$ cat src/rtl/ext_mem_pkg.sv
// Shared sizes, queue counter types, request and response structs, error codes
package ext_mem_pkg;

  // --------------------
  // Sizes
  // --------------------
  localparam int data_width = 32;
  localparam int tag_width = 2;
  localparam int ld_count = 2;
  localparam int st_count = 2;
  localparam int mem_depth = 256;
  localparam int addr_width = 8;
  localparam int lsq_depth = 4;
  localparam int deadlock_timeout = 32;

  // Derived widths for the store queues and the deadlock timer
  localparam int lsq_ptr_width = $clog2(lsq_depth);
  localparam int lsq_cnt_width = $clog2(lsq_depth + 1);
  localparam int dl_cnt_width = $clog2(deadlock_timeout + 1);

  // --------------------
  // Basic types
  // --------------------
  typedef logic [addr_width-1:0] mem_addr_t;
  typedef logic [data_width-1:0] mem_data_t;
  typedef logic [tag_width-1:0] mem_tag_t;

  typedef logic [lsq_ptr_width-1:0] lsq_ptr_t;
  typedef logic [lsq_cnt_width-1:0] lsq_cnt_t;
  typedef logic [dl_cnt_width-1:0] dl_cnt_t;

  // Load request and store address
  typedef struct packed {
    mem_tag_t  tag;
    mem_addr_t addr;
  } tag_req_t;

  // Store data and load response
  typedef struct packed {
    mem_tag_t  tag;
    mem_data_t data;
  } tag_data_t;

  // Runtime error codes
  typedef enum logic [15:0] {
    err_none           = 16'h0000,
    err_tag_oob        = 16'h0101,
    err_store_deadlock = 16'h0102
  } mem_err_e;

endpackage

$ cat src/rtl/store_pair_queue.sv
// Per-tag store address and data queues with pairing status and deadlock timer
`timescale 1ns/1ps

module store_pair_queue import ext_mem_pkg::*; (
  input  logic       clk,
  input  logic       rst_n,
  input  logic       addr_enq,
  input  mem_addr_t  addr_enq_val,
  input  logic       data_enq,
  input  mem_data_t  data_enq_val,
  input  logic       pop,
  output logic       addr_full,
  output logic       data_full,
  output logic       can_pair,
  output mem_addr_t  head_addr,
  output mem_data_t  head_data,
  output logic       deadlock_hit
);

  mem_addr_t addr_q [lsq_depth];
  mem_data_t data_q [lsq_depth];

  lsq_ptr_t addr_wr_ptr;
  lsq_ptr_t addr_rd_ptr;
  lsq_ptr_t data_wr_ptr;
  lsq_ptr_t data_rd_ptr;
  lsq_cnt_t addr_cnt;
  lsq_cnt_t data_cnt;
  dl_cnt_t  dl_cnt;

  logic addr_empty;
  logic data_empty;

  // Wrap at lsq_depth, which need not be a power of two
  function automatic lsq_ptr_t next_ptr(lsq_ptr_t ptr);
    return (ptr == lsq_ptr_t'(lsq_depth - 1)) ? '0 : ptr + 1'b1;
  endfunction

  // --------------------
  // Status
  // --------------------
  assign addr_empty = (addr_cnt == '0);
  assign data_empty = (data_cnt == '0);
  assign addr_full = (addr_cnt == lsq_cnt_t'(lsq_depth));
  assign data_full = (data_cnt == lsq_cnt_t'(lsq_depth));
  assign can_pair = !addr_empty && !data_empty;
  assign head_addr = addr_q[addr_rd_ptr];
  assign head_data = data_q[data_rd_ptr];

  // --------------------
  // Queue storage
  // --------------------
  always_ff @(posedge clk) begin
    if (addr_enq) begin
      addr_q[addr_wr_ptr] <= addr_enq_val;
    end
    if (data_enq) begin
      data_q[data_wr_ptr] <= data_enq_val;
    end
  end

  // Pointers and counts; pop always takes one entry from each queue
  always_ff @(posedge clk or negedge rst_n) begin
    if (!rst_n) begin
      addr_wr_ptr <= '0;
      addr_rd_ptr <= '0;
      addr_cnt <= '0;
      data_wr_ptr <= '0;
      data_rd_ptr <= '0;
      data_cnt <= '0;
    end else begin
      if (addr_enq) begin
        addr_wr_ptr <= next_ptr(addr_wr_ptr);
      end
      if (data_enq) begin
        data_wr_ptr <= next_ptr(data_wr_ptr);
      end
      if (pop) begin
        addr_rd_ptr <= next_ptr(addr_rd_ptr);
        data_rd_ptr <= next_ptr(data_rd_ptr);
      end
      addr_cnt <= addr_cnt + lsq_cnt_t'(addr_enq) - lsq_cnt_t'(pop);
      data_cnt <= data_cnt + lsq_cnt_t'(data_enq) - lsq_cnt_t'(pop);
    end
  end

  // --------------------
  // Deadlock timer
  // --------------------
  // Counts while only one half of a store is waiting, saturates at the limit
  always_ff @(posedge clk or negedge rst_n) begin
    if (!rst_n) begin
      dl_cnt <= '0;
    end else if (addr_empty != data_empty) begin
      if (dl_cnt < dl_cnt_t'(deadlock_timeout)) begin
        dl_cnt <= dl_cnt + 1'b1;
      end
    end else begin
      dl_cnt <= '0;
    end
  end

  assign deadlock_hit = (dl_cnt == dl_cnt_t'(deadlock_timeout));

endmodule

$ cat config.mk
export PLATFORM = sky130hd
export DESIGN_NAME = store_pair_queue
export DESIGN_NICKNAME = d
export VERILOG_FILES = /design/src/rtl/ext_mem_pkg.sv /design/src/rtl/store_pair_queue.sv
export SDC_FILE = /design/constraint.sdc
export NUM_CORES = 1
export LEC_CHECK = 0
export BUFFER_PORTS_ARGS = -buffer_cell sky130_fd_sc_hd__buf_2
export CAP_MARGIN = 5
export CORE_AREA = 8 8 120 122
export DETAILED_ROUTE_END_ITERATION = 7
export DIE_AREA = 0 0 128 130
export PLACE_DENSITY_LB_ADDON = 0.12
export SYNTH_ARGS = -nofsm -noshare
export SYNTH_HDL_FRONTEND = slang
export SYNTH_SLANG_ARGS = --single-unit
$ cat constraint.sdc
create_clock -name clk -period 2.57 [get_ports clk]
set_clock_uncertainty 0.1 [all_clocks]
set_input_delay 0.1285 -clock clk [delete_from_list [all_inputs] [get_ports clk]]
set_output_delay 0.1285 -clock clk [all_outputs]
set_load 0.05 [all_outputs]
== Word level (Yosys, flattened, before mapping) ==
Memory sizes are Yosys's and may differ from the RTL's.
Index checks and enable logic that the tools add are counted.
Word-level totals
  output and inout bits: 44
  bits in registers: 20
  memories: 2
  word-level logic and storage cells: 43
  bits in writable memories: 160
Operators by class
  muxes and demuxes: 10
  order comparisons: 1
  equal/unequal tests: 9
  reductions and logical operators: 5
  add/sub/neg operators: 9
Memory list
  data_q: words 4, width 32, read ports 1, clocked after memory_dff 0, write ports 1, RTL line store_pair_queue.sv:21  | mem_data_t data_q [lsq_depth];
  addr_q: words 4, width 8, read ports 1, clocked after memory_dff 0, write ports 1, RTL line store_pair_queue.sv:20  | mem_addr_t addr_q [lsq_depth];
Operator list (count)
  6-bit two-way mux: 2
  2-bit by 1-bit adder with 2-bit output (second input constant): 4
  2-bit == test (second input constant): 4
  2-bit two-way mux: 4
  3-bit by 1-bit adder with 3-bit output: 2
  6-bit by 1-bit adder with 6-bit output (second input constant): 1
  3-bit == test (second input constant): 2
  6-bit == test (second input constant): 1
  3-bit logical NOT: 2
  6-bit < comparator (second input constant): 1
  3-bit by 1-bit subtractor with 3-bit output: 2
  1-bit two-way mux: 4
  1-bit logical NOT: 2
  2-bit by 1-bit != test with 1-bit output (second input constant): 1
  1-bit logical AND: 1
  1-bit != test: 1

== Longest topological paths before layout ==
Gate-level depths: netlist of run 1.
  depth after elaboration: 3
  mapped depth: 8

== Worst setup path after synthesis of run 1 ==
Ideal clock, no wire load.
  path type: flip-flop to output port
  start point: reg dl_cnt[0]
  end point: out deadlock_hit
  arrival: 2073 ps
  data required time: 2342 ps
  path buffers: 0
  setup slack: 268 ps
  stages on the path, launching flop included: 5
  cell sequence: dfrtp_1 > inv_1 > ha_1 > nand2_1 > nor4_1
On the way
  word-level cells in the longest chain between the ends: 1
Ends and longest elaborated chain
  from (decl): RTL line store_pair_queue.sv:29  | dl_cnt_t dl_cnt;
  from (signal assigned): RTL line store_pair_queue.sv:96  | dl_cnt <= dl_cnt + 1'b1;
  6-bit == test: RTL line store_pair_queue.sv:103  | assign deadlock_hit = (dl_cnt == dl_cnt_t'(deadlock_timeout));
  to (decl): RTL line store_pair_queue.sv:17  | output logic deadlock_hit
No other way between the ends.

== Final worst setup path of run 1 ==
  start point: reg data_rd_ptr[0]
  end point: out head_data[30]
On the way
  word-level cells in the longest chain between the ends: 1
Ends and longest elaborated chain
  from (decl): RTL line store_pair_queue.sv:26  | lsq_ptr_t data_rd_ptr;
  from (signal assigned): RTL line store_pair_queue.sv:80  | data_rd_ptr <= next_ptr(data_rd_ptr);
  memory 4 x 32 bit
  to (decl): RTL line store_pair_queue.sv:16  | output mem_data_t head_data,
No other way between the ends.

==> results.cfg, run 1 <==
[floorplan]
core_region_area_sq_um = 12400
floorplan.initialDensity_pct = 56.1
fp.dieArea_sq_um = 16600
io_pins = 89
placementRows = 41
die_height_um = 130
die_width_um = 128

[placed_design]
placement.setup.worst_slack_ps = 521
portBuffers = 88
placed_cells_incl_taps = 572
gp_congestion = 0.708
hpwlAfterDp_um = 7850

[grt]
vias_in_the_first_global_route = 3716
grt.overflow.total = 0
grt_start_max_net_pins = 29
grt_util_all_layers_pct = 16.1
number_of_antenna_violations_at_the_first_check_in_global_routing = 0
grt_first_pass_wirelength_um = 19600

[logic_synthesis]
synth_mux_area_share_pct = 13.9
synth-compound-area-share_pct = 0.539
mean_cell_area_of_the_mapped_netlist_sq_um = 22.1
dominant_combinational_cell_family_by_area_after_synthesis = multiplexers
post_synth_num_cell_types = 28
synthesis.nets = 379
ys.warnings.count = 0
synth_cells = 315
synth-xor-area-share_pct = 0.881
synth_adder_area_share_pct = 3.63
synth-seq-area-share_pct = 76.2
synth.cell_area_sq_um = 6960
synth_simple_gate_area_share_pct = 2.50
synth-seq-cells = 180

[clock_tree]
cts.sinks = 180
post_cts_buffers = 0
worstSkewPairLatency_ps = 420
clock-root-buffer = clkbuf_16
clock_tree_from_tritoncts = done
clk_pin_slew_ps = 60
cts.path.max_buffers = 2
numCtsBuffers = 17
ctsHtreeMaxLevel = 4

[setup_path]
critPathCaptureType = output pin
worst_setup_path_start_kind = flip-flop
critical_path.slowest_cell = dfrtp_4
cp.required_ps = 2340
worstPathMaxFanout = 17
worst-setup-path-type = flip-flop to output pin
critical_path.cell_chain = buf_12, mux4_1, buf_2
max_stage_delay_ps = 640
critPathArrivalTime_ps = 2120
worst_r2r_path_depth = 8

[drt]
first_iter_violations = 264
drc = 0
wire_per_inst_um = 19.0
number_of_vias_per_cell = 5.16
drt_first_pass_iters = 4
detailroute.via_count = 3343
ant_nets = 0
drt-total-wl_um = 12300

[power]
swShare_pct = 36.6
power.sequential.fraction_pct = 38.6
power.share.clock_pct = 25.0
leakage_nw = 3.18
vdd_ir_drop_max_mv = 0.636
power.density_cell_area_nw_per_um2 = 1220
share_comb_of_total_power_pct = 36.4
total_switching_power_mw = 3.88
power_internal_mw = 6.72
p_total_mw = 10.6

[finish]
final_layout_size_suffix_gt1_share_pct = 36.1
final_cells = 648
filler_cell_count = 799
synthToLayoutAreaGrowth_pct = 25.0
most_frequent_cells_in_the_layout = 160 x edfxtp_1, 88 x buf_2, 44 x dlygate4sd3_1, 36 x mux4_2, 19 x dfrtp_1
final_common_cell = edfxtp_1
insertedDiodeCount = 0
design.final.nets = 527

[timing]
tns_ps = 0
hold_viol = 0
timing.max_slew.rel_slack_pct = 59.8
rsz0062_at_grt = false
worst_setup_slack_after_layout_ps = 226
fmaxAchievable_mhz = 427
report.final.slew_viol_count = 0
finalSetupViolations = 0
min_cycle_time_layout_ps = 2340
fin_worst_hold_slack_ps = 72.8
worstMarginPinSlew_ps = 603
timing.final.crit_share_pct = 91.2

[run]
drv_cap = 0

[hold_path]
worstHoldPathType = input pin to async pin

[run_status]
outcome = complete, no violations
==> synth_stat cells <==
master | instances | area [sq um]
nand4b_1 | 1 | 8.76
a21boi_0 | 1 | 7.51
clkbuf_1 | 2 | 7.51
mux2i_1 | 1 | 10.0
nand3_1 | 3 | 15.0
edfxtp_1 | 160 | 4800
nor4_1 | 1 | 6.26
mux4_1 | 4 | 105
xor2_1 | 1 | 8.76
nor2b_1 | 1 | 6.26
and3_1 | 1 | 6.26
nor3b_1 | 1 | 7.51
dfrtp_1 | 20 | 500
buf_12 | 3 | 60.1
nor2_1 | 3 | 11.3
xnor2_1 | 6 | 52.6
and2_1 | 11 | 68.8
mux4_2 | 36 | 811
o21ai_0 | 6 | 30.0
fa_1 | 2 | 40.0
nand2_1 | 5 | 18.8
ha_1 | 17 | 213
buf_2 | 5 | 25.0
nand2b_1 | 1 | 6.26
mux2_2 | 4 | 45.0
buf_6 | 1 | 11.3
inv_1 | 15 | 56.3
or3_1 | 3 | 18.8
==> final cells by class <==
cell class,instances,area (sq um),share of cell area [%]
Tap cell,172,215,2.47
Sequential cell,180,5310,61.0
Clock inverter,14,185,2.13
Multi-Input combinational cell,109,1500,17.3
Timing Repair Buffer,140,1000,11.5
Clock buffer,18,429,4.93
Inverter,15,56.3,0.647
==> worst max-delay path: cells and delay by family, from the launching register on <==
kind / cells / cell delay [ps]
mux: 1 / 590
flops: 1 / 640
buf+inv: 2 / 450
==> kinds of logic (layout without fill, tap and decap cells) <==
logic type      Yosys count  after routing
buf+inv                  26            187
simple gates             31             31
mux                      45             45
fa+ha+maj                19             19
flops                   180            180
compound gates            7              7
xor+xnor                  7              7
==> metal layers <==
metal / GRT usage, % / up-vias / wire length [um]
met5: 0 / - / 0
met4: 6.71 / 0 / 131
met3: 5.59 / 10 / 675
met2: 27.3 / 82 / 6350
met1: 18.3 / 1698 / 5160
li1: - / 1553 / -
==> path summary, 6_finish.rpt <==
check	from	endpoint	slack, ps
setup / recovery	data_rd_ptr[0]$_DFFE_PN0P_	head_data[30]	230
hold / removal	rst_n	addr_cnt[0]$_DFF_PN0_	70
setup reg to reg	addr_cnt[0]$_DFF_PN0_	addr_cnt[2]$_DFF_PN0_	800
hold reg to reg	addr_cnt[1]$_DFF_PN0_	addr_cnt[2]$_DFF_PN0_	460
max in group asynchronous	rst_n	data_rd_ptr[0]$_DFFE_PN0P_	1950
min in group clk	addr_enq_val[5]	addr_q[0][5]$_DFFE_PP_	350
==> metrics by stage <==
stage          instance area [sq um]  utilization [%]
6_report                        8700             70.1
5_1_grt                         8700             70.1
4_1_cts                         8700             70.1
3_5_place_dp                    7640             61.6
3_3_place_gp                    7640             61.6
2_1_floorplan                   6960                -
==> state kept, by name (all words and copies together) (netlist names) <==
register	cells
data_rd_ptr	2
dl_cnt	6
addr_q	32
data_cnt	3
addr_wr_ptr	2
addr_rd_ptr	2
data_q	128
data_wr_ptr	2
addr_cnt	3
==> what timing repair did <==
action / in CTS / in global routing
resized for setup: 0 / 1
hold buffers: 44 / 0
endpoints found under the hold margin: 190 / 0
endpoints found under the setup margin: 0 / 1
==> power by group through the flow <==
| stage | sequential [mW] | combinational (mW) | clock [mW] |
|---|---|---|---|
| after floorplan | 3.96 | 3.22 | 0 |
| after global placement | 4.13 | 3.84 | 0 |
| after global routing | 4.16 | 4.11 | 2.81 |
| after CTS | 4.10 | 3.94 | 2.71 |
| after detailed placement | 4.15 | 3.87 | 0 |
| final | 4.09 | 3.86 | 2.65 |
Note: power is estimated with default switching activity, not from simulation.
==> run 2: changes to the inputs <==
==> constraint.sdc (replaced) <==
create_clock -name clk -period 2.57 [get_ports clk]
set_clock_uncertainty 0.1 [all_clocks]
set_input_delay 0.514 -clock clk [delete_from_list [all_inputs] [get_ports clk]]
set_output_delay 0.514 -clock clk [all_outputs]
set_load 0.05 [all_outputs]
==> results.cfg, run 2 (synthesized netlist as in run 1, its figures left out) <==
[setup_path]
max_stage_delay_ps = 540
critical_path_buf_inv_count = 2
critical_path.cell_chain = buf_12, mux4_2, buf_2
worst_r2r_path_depth = 8
critPathLaunch = data_rd_ptr[0]$_DFFE_PN0P_
timing.rr.start = addr_cnt[0]$_DFF_PN0_
regToRegEndpoint = addr_cnt[2]$_DFF_PN0_
worst_setup_path_start_kind = flip-flop
worst_path_dominant_cell_family = multiplexers
worstPathMaxFanout = 16
cp.required_ps = 1960
worst-setup-path-type = flip-flop to output pin
critPathArrivalTime_ps = 1870
critPathCaptureType = output pin
worstSetupEndpoint = head_data[25]
worstSetupPathDepth = 3
critical_path.slowest_cell = mux4_2
r2r_setup_slack_ps = 820

[timing]
timing.max_slew.rel_slack_pct = 70.1
rsz0062_at_grt = false
finalSetupViolations = 0
hold_viol = 0
report.final.slew_viol_count = 0
worstMarginPinSlew_ps = 449
min_cycle_time_layout_ps = 2490
tns_ps = 0
timing.final.crit_share_pct = 96.7
fmaxAchievable_mhz = 402
fin_worst_hold_slack_ps = 209

[finish]
registers.top_by_ff_count = data_q
insertedDiodeCount = 0
final_layout_size_suffix_gt1_share_pct = 38.9
design.final.nets = 486
final_cells = 607
largestRegisters = data_q x128, addr_q x32, dl_cnt x6
final_common_cell = edfxtp_1
most_frequent_cells_in_the_layout = 160 x edfxtp_1, 88 x buf_2, 36 x mux4_2, 18 x dfrtp_1
synthToLayoutAreaGrowth_pct = 18.0
post_layout_inst_area_sq_um = 8220
number_of_flip_flops_under_the_largest_register_name = 128

[clock_tree]
cts.path.max_buffers = 2
clock-root-buffer = clkbuf_16
numCtsBuffers = 17
clock_tree_from_tritoncts = done
worstSkewPairLatency_ps = 410
cts.sinks = 180
ctsHtreeMaxLevel = 4
clk_pin_slew_ps = 60

[power]
vdd_ir_drop_max_mv = 0.680
p_total_mw = 10.3
leakage_nw = 2.97
power.density_cell_area_nw_per_um2 = 1250

[drt]
drt-total-wl_um = 11700
first_iter_violations = 270
wire_per_inst_um = 19.3
detailroute.via_count = 3196
number_of_vias_per_cell = 5.27
drt_first_pass_iters = 4
ant_nets = 0
drc = 0

[placed_design]
placed_cells_incl_taps = 573
gp_congestion = 0.702
placedInstanceArea_sq_um = 7660
portBuffers = 88
hpwlAfterDp_um = 7650

[grt]
grt_first_pass_wirelength_um = 18200
grt_start_max_net_pins = 25
grt_util_all_layers_pct = 15.0
vias_in_the_first_global_route = 3428
grt.overflow.total = 0
number_of_antenna_violations_at_the_first_check_in_global_routing = 0

[floorplan]
die_width_um = 128
io_pins = 89
fp.dieArea_sq_um = 16600
die_height_um = 130
core_region_area_sq_um = 12400
floorplan.initialDensity_pct = 56.1
placementRows = 41

[hold_path]
worstHoldPathType = input pin to flip-flop

[run]
drv_cap = 0

[run_status]
outcome = complete, no violations
run 2: changes by cell type in the layout (fill, tap and decap cells not counted), moves of 2 or more:
cell | previous run | this run
bufinv_16 | 4 | 1
clkbuf_1 | 1 | 3
clkinv_1 | 0 | 5
clkinv_2 | 5 | 2
dlygate4sd3_1 | 44 | 1
run 2: stage by stage:
| stage | worst slack [ps] | util (%) |
|---|---|---|
| 2_1_floorplan | 362 | - |
| 3_3_place_gp | 303 | 61.7 |
| 3_5_place_dp | 300 | 61.7 |
| 4_1_cts | 58.3 | 66.2 |
| 5_1_grt | 14.8 | 66.2 |
| 6_report | 84.9 | 66.2 |
run 2: per-layer routing:
metal	wire length (um)	up-vias	share of wire (%)	global-route usage [%]
li1	-	1472	-	-
met1	5000	1633	43	17.2
met2	6000	81	51	25.9
met3	561	10	4.8	4.69
met4	151	0	1.3	5.87
met5	0	-	0	0
run 2: layout make-up:
| type | count | area [sq um] |
|---|---|---|
| tap | 172 | 215 |
| clock buffer | 20 | 437 |
| sequential | 180 | 5310 |
| inverter | 15 | 56.3 |
| multi-input combinational | 109 | 1510 |
| fill | 869 | 4200 |
| clock inverter | 12 | 90.1 |
| timing repair buffer | 99 | 601 |
run 2: worst min path at each step:
| stage | startpoint | to | slack (ps) | cells after the start |
|---|---|---|---|---|
| floorplan | rst_n | addr_cnt[0]$_DFF_PN0_ | 120 | 0 |
| global placement | rst_n | addr_wr_ptr[1]$_DFFE_PN0P_ | 400 | 1 |
| detailed placement | rst_n | addr_cnt[0]$_DFF_PN0_ | 390 | 1 |
| CTS | data_enq_val[1] | data_q[2][1]$_DFFE_PP_ | 190 | 1 |
| global route | data_enq_val[1] | data_q[2][1]$_DFFE_PP_ | 190 | 1 |
| finish | data_enq_val[29] | data_q[2][29]$_DFFE_PP_ | 210 | 1 |
run 2: worst reg2reg max path: cells and delay by family, from the launching register on:
family                     cells  cell delay (ps)
DFF                            1              370
xor gates and xnor gates       2              260
buffers and inverters          3              150
adders and majority gates      3              760
run 2: repair_timing:
item	in CTS	in global routing
setup endpoints to repair	32	0
resized for setup	2	0
hold buffers	1	0
hold endpoints to repair	20	0
buffers inserted	1	0
run 2: where the power goes:
| group | total [mW] | switching, mW | internal [mW] |
|---|---|---|---|
| Combinational | 3.90 | 2.58 | 1.33 |
| Sequential | 4.04 | 0.260 | 3.78 |
| Clock | 2.31 | 0.997 | 1.31 |
| Total | 10.3 | 3.83 | 6.42 |
==> run 3: changes to the inputs <==
- CELL_PAD_IN_SITES_DETAIL_PLACEMENT: default -> 1
- CELL_PAD_IN_SITES_GLOBAL_PLACEMENT: default -> 1
- CORE_AREA: 8 8 120 122 -> 8 8 127 129
- DIE_AREA: 0 0 128 130 -> 0 0 135 137
==> results.cfg, run 3 (synthesized netlist as in run 1, its figures left out) <==
[power]
leakage_nw = 3.01
p_total_mw = 10.5
power.density_cell_area_nw_per_um2 = 1270
vdd_ir_drop_max_mv = 0.619

[timing]
hold_viol = 0
min_cycle_time_layout_ps = 2490
timing.final.crit_share_pct = 96.8
rsz0062_at_grt = false
tns_ps = 0
finalSetupViolations = 0
report.final.slew_viol_count = 0
timing.max_slew.rel_slack_pct = 67.0
fmaxAchievable_mhz = 402
fin_worst_hold_slack_ps = 209
worstMarginPinSlew_ps = 495

[drt]
drc = 0
drt-total-wl_um = 12300
ant_nets = 0
drt_first_pass_iters = 4
wire_per_inst_um = 19.9
number_of_vias_per_cell = 5.20
detailroute.via_count = 3224
first_iter_violations = 94

[placed_design]
portBuffers = 88
hpwlAfterDp_um = 8030
placedInstanceArea_sq_um = 7640
gp_congestion = 0.693

[setup_path]
critPathArrivalTime_ps = 1870
max_stage_delay_ps = 580
critical_path.slowest_cell = mux4_1
cp.required_ps = 1960
critical_path.cell_chain = buf_4, mux4_1, buf_2
worst_setup_path_start_kind = flip-flop
worstPathMaxFanout = 7
worst-setup-path-type = flip-flop to output pin
critPathCaptureType = output pin

[grt]
vias_in_the_first_global_route = 3599
grt_first_pass_wirelength_um = 19700
grt_start_max_net_pins = 33
number_of_antenna_violations_at_the_first_check_in_global_routing = 0
grt_util_all_layers_pct = 14.5
grt.overflow.total = 0

[finish]
registers.top_by_ff_count = data_q
sequential_cell_area_sq_um = 5310
synthToLayoutAreaGrowth_pct = 18.9
layout.core_utilization_pct = 58.3
number_of_flip_flops_under_the_largest_register_name = 128
filler_cell_count = 1265
multiInputGateArea_sq_um = 1510
largestRegisters = data_q x128, addr_q x32, dl_cnt x6
most_frequent_cells_in_the_layout = 160 x edfxtp_1, 88 x buf_2, 36 x mux4_2, 18 x dfrtp_1
insertedDiodeCount = 0
final_layout_size_suffix_gt1_share_pct = 40.1
design.final.nets = 487
final_common_cell = edfxtp_1
post_layout_inst_area_sq_um = 8280

[floorplan]
die_width_um = 135
die_height_um = 137
placementRows = 44
floorplan.initialDensity_pct = 49.0
core_region_area_sq_um = 14200
fp.dieArea_sq_um = 18500
io_pins = 89

[run]
drv_cap = 0

[run_status]
outcome = complete, no violations

[clock_tree]
clock_tree_from_tritoncts = done
worstSkewPairLatency_ps = 420
clock-root-buffer = clkbuf_16
numCtsBuffers = 17
cts.path.max_buffers = 2
clk_pin_slew_ps = 70
cts.sinks = 180
ctsHtreeMaxLevel = 4

[hold_path]
worstHoldPathType = input pin to flip-flop
-- run 3: area by class of cell --
class / count / area share [%]
sequential: 180 / 64.2
multi-input combinational: 109 / 18.2
timing repair buffer: 100 / 7.05
clock buffer: 17 / 5.14
tap: 184 / 2.78
clock inverter: 15 / 1.97
inverter: 15 / 0.680
-- run 3: power breakdown --
group / switching [mW] / leakage, nW / internal (mW)
combinational: 2.58 / 1.01 / 1.32
sequential: 0.270 / 1.72 / 3.78
clock: 1.04 / 0.291 / 1.52
total: 3.89 / 3.01 / 6.62
-- run 3: routing by layer --
layer | wire [um] | part of all wire, % | vias to the layer above | global-route usage, %
li1 | - | - | 1480 | -
met1 | 5020 | 41 | 1661 | 16.5
met5 | 0 | 0 | - | 0
met4 | 128 | 1.0 | 0 | 5.55
met3 | 694 | 5.6 | 12 | 4.96
met2 | 6490 | 53 | 71 | 24.7
-- run 3: timing repair --
item | in CTS | in global routing
endpoints found under the setup margin | 34 | 4
hold buffers | 1 | 0
setup buffers | 2 | 2
endpoints found under the hold margin | 20 | 0
gates resized for setup | 2 | 0
-- run 3: path summary, 6_finish.rpt --
check,from,end,slack [ps],cells past startpoint
setup reg to reg,addr_cnt[0]$_DFF_PN0_,addr_cnt[2]$_DFF_PN0_,790,8
max in group asynchronous,rst_n,data_rd_ptr[0]$_DFFE_PN0P_,1510,2
min in group asynchronous,rst_n,addr_cnt[0]$_DFF_PN0_,480,2
hold / removal,addr_enq_val[0],addr_q[0][0]$_DFFE_PP_,210,1
hold reg to reg,addr_cnt[1]$_DFF_PN0_,addr_cnt[2]$_DFF_PN0_,480,1
setup / recovery,data_rd_ptr[0]$_DFFE_PN0P_,head_data[0],80,3
-- run 3: critical path: cells and delay by family, from the launching register on --
family / cells / cell delay (ps)
multiplexers: 1 / 580
flip-flops: 1 / 500
buffers and inverters: 2 / 380
-- run 3: metrics by stage --
stage	setup WS [ps]	instances
floorplan	362	315
global placement	334	583
detailed placement	322	583
CTS	34.3	618
global route	11.4	620
finish	82.9	620
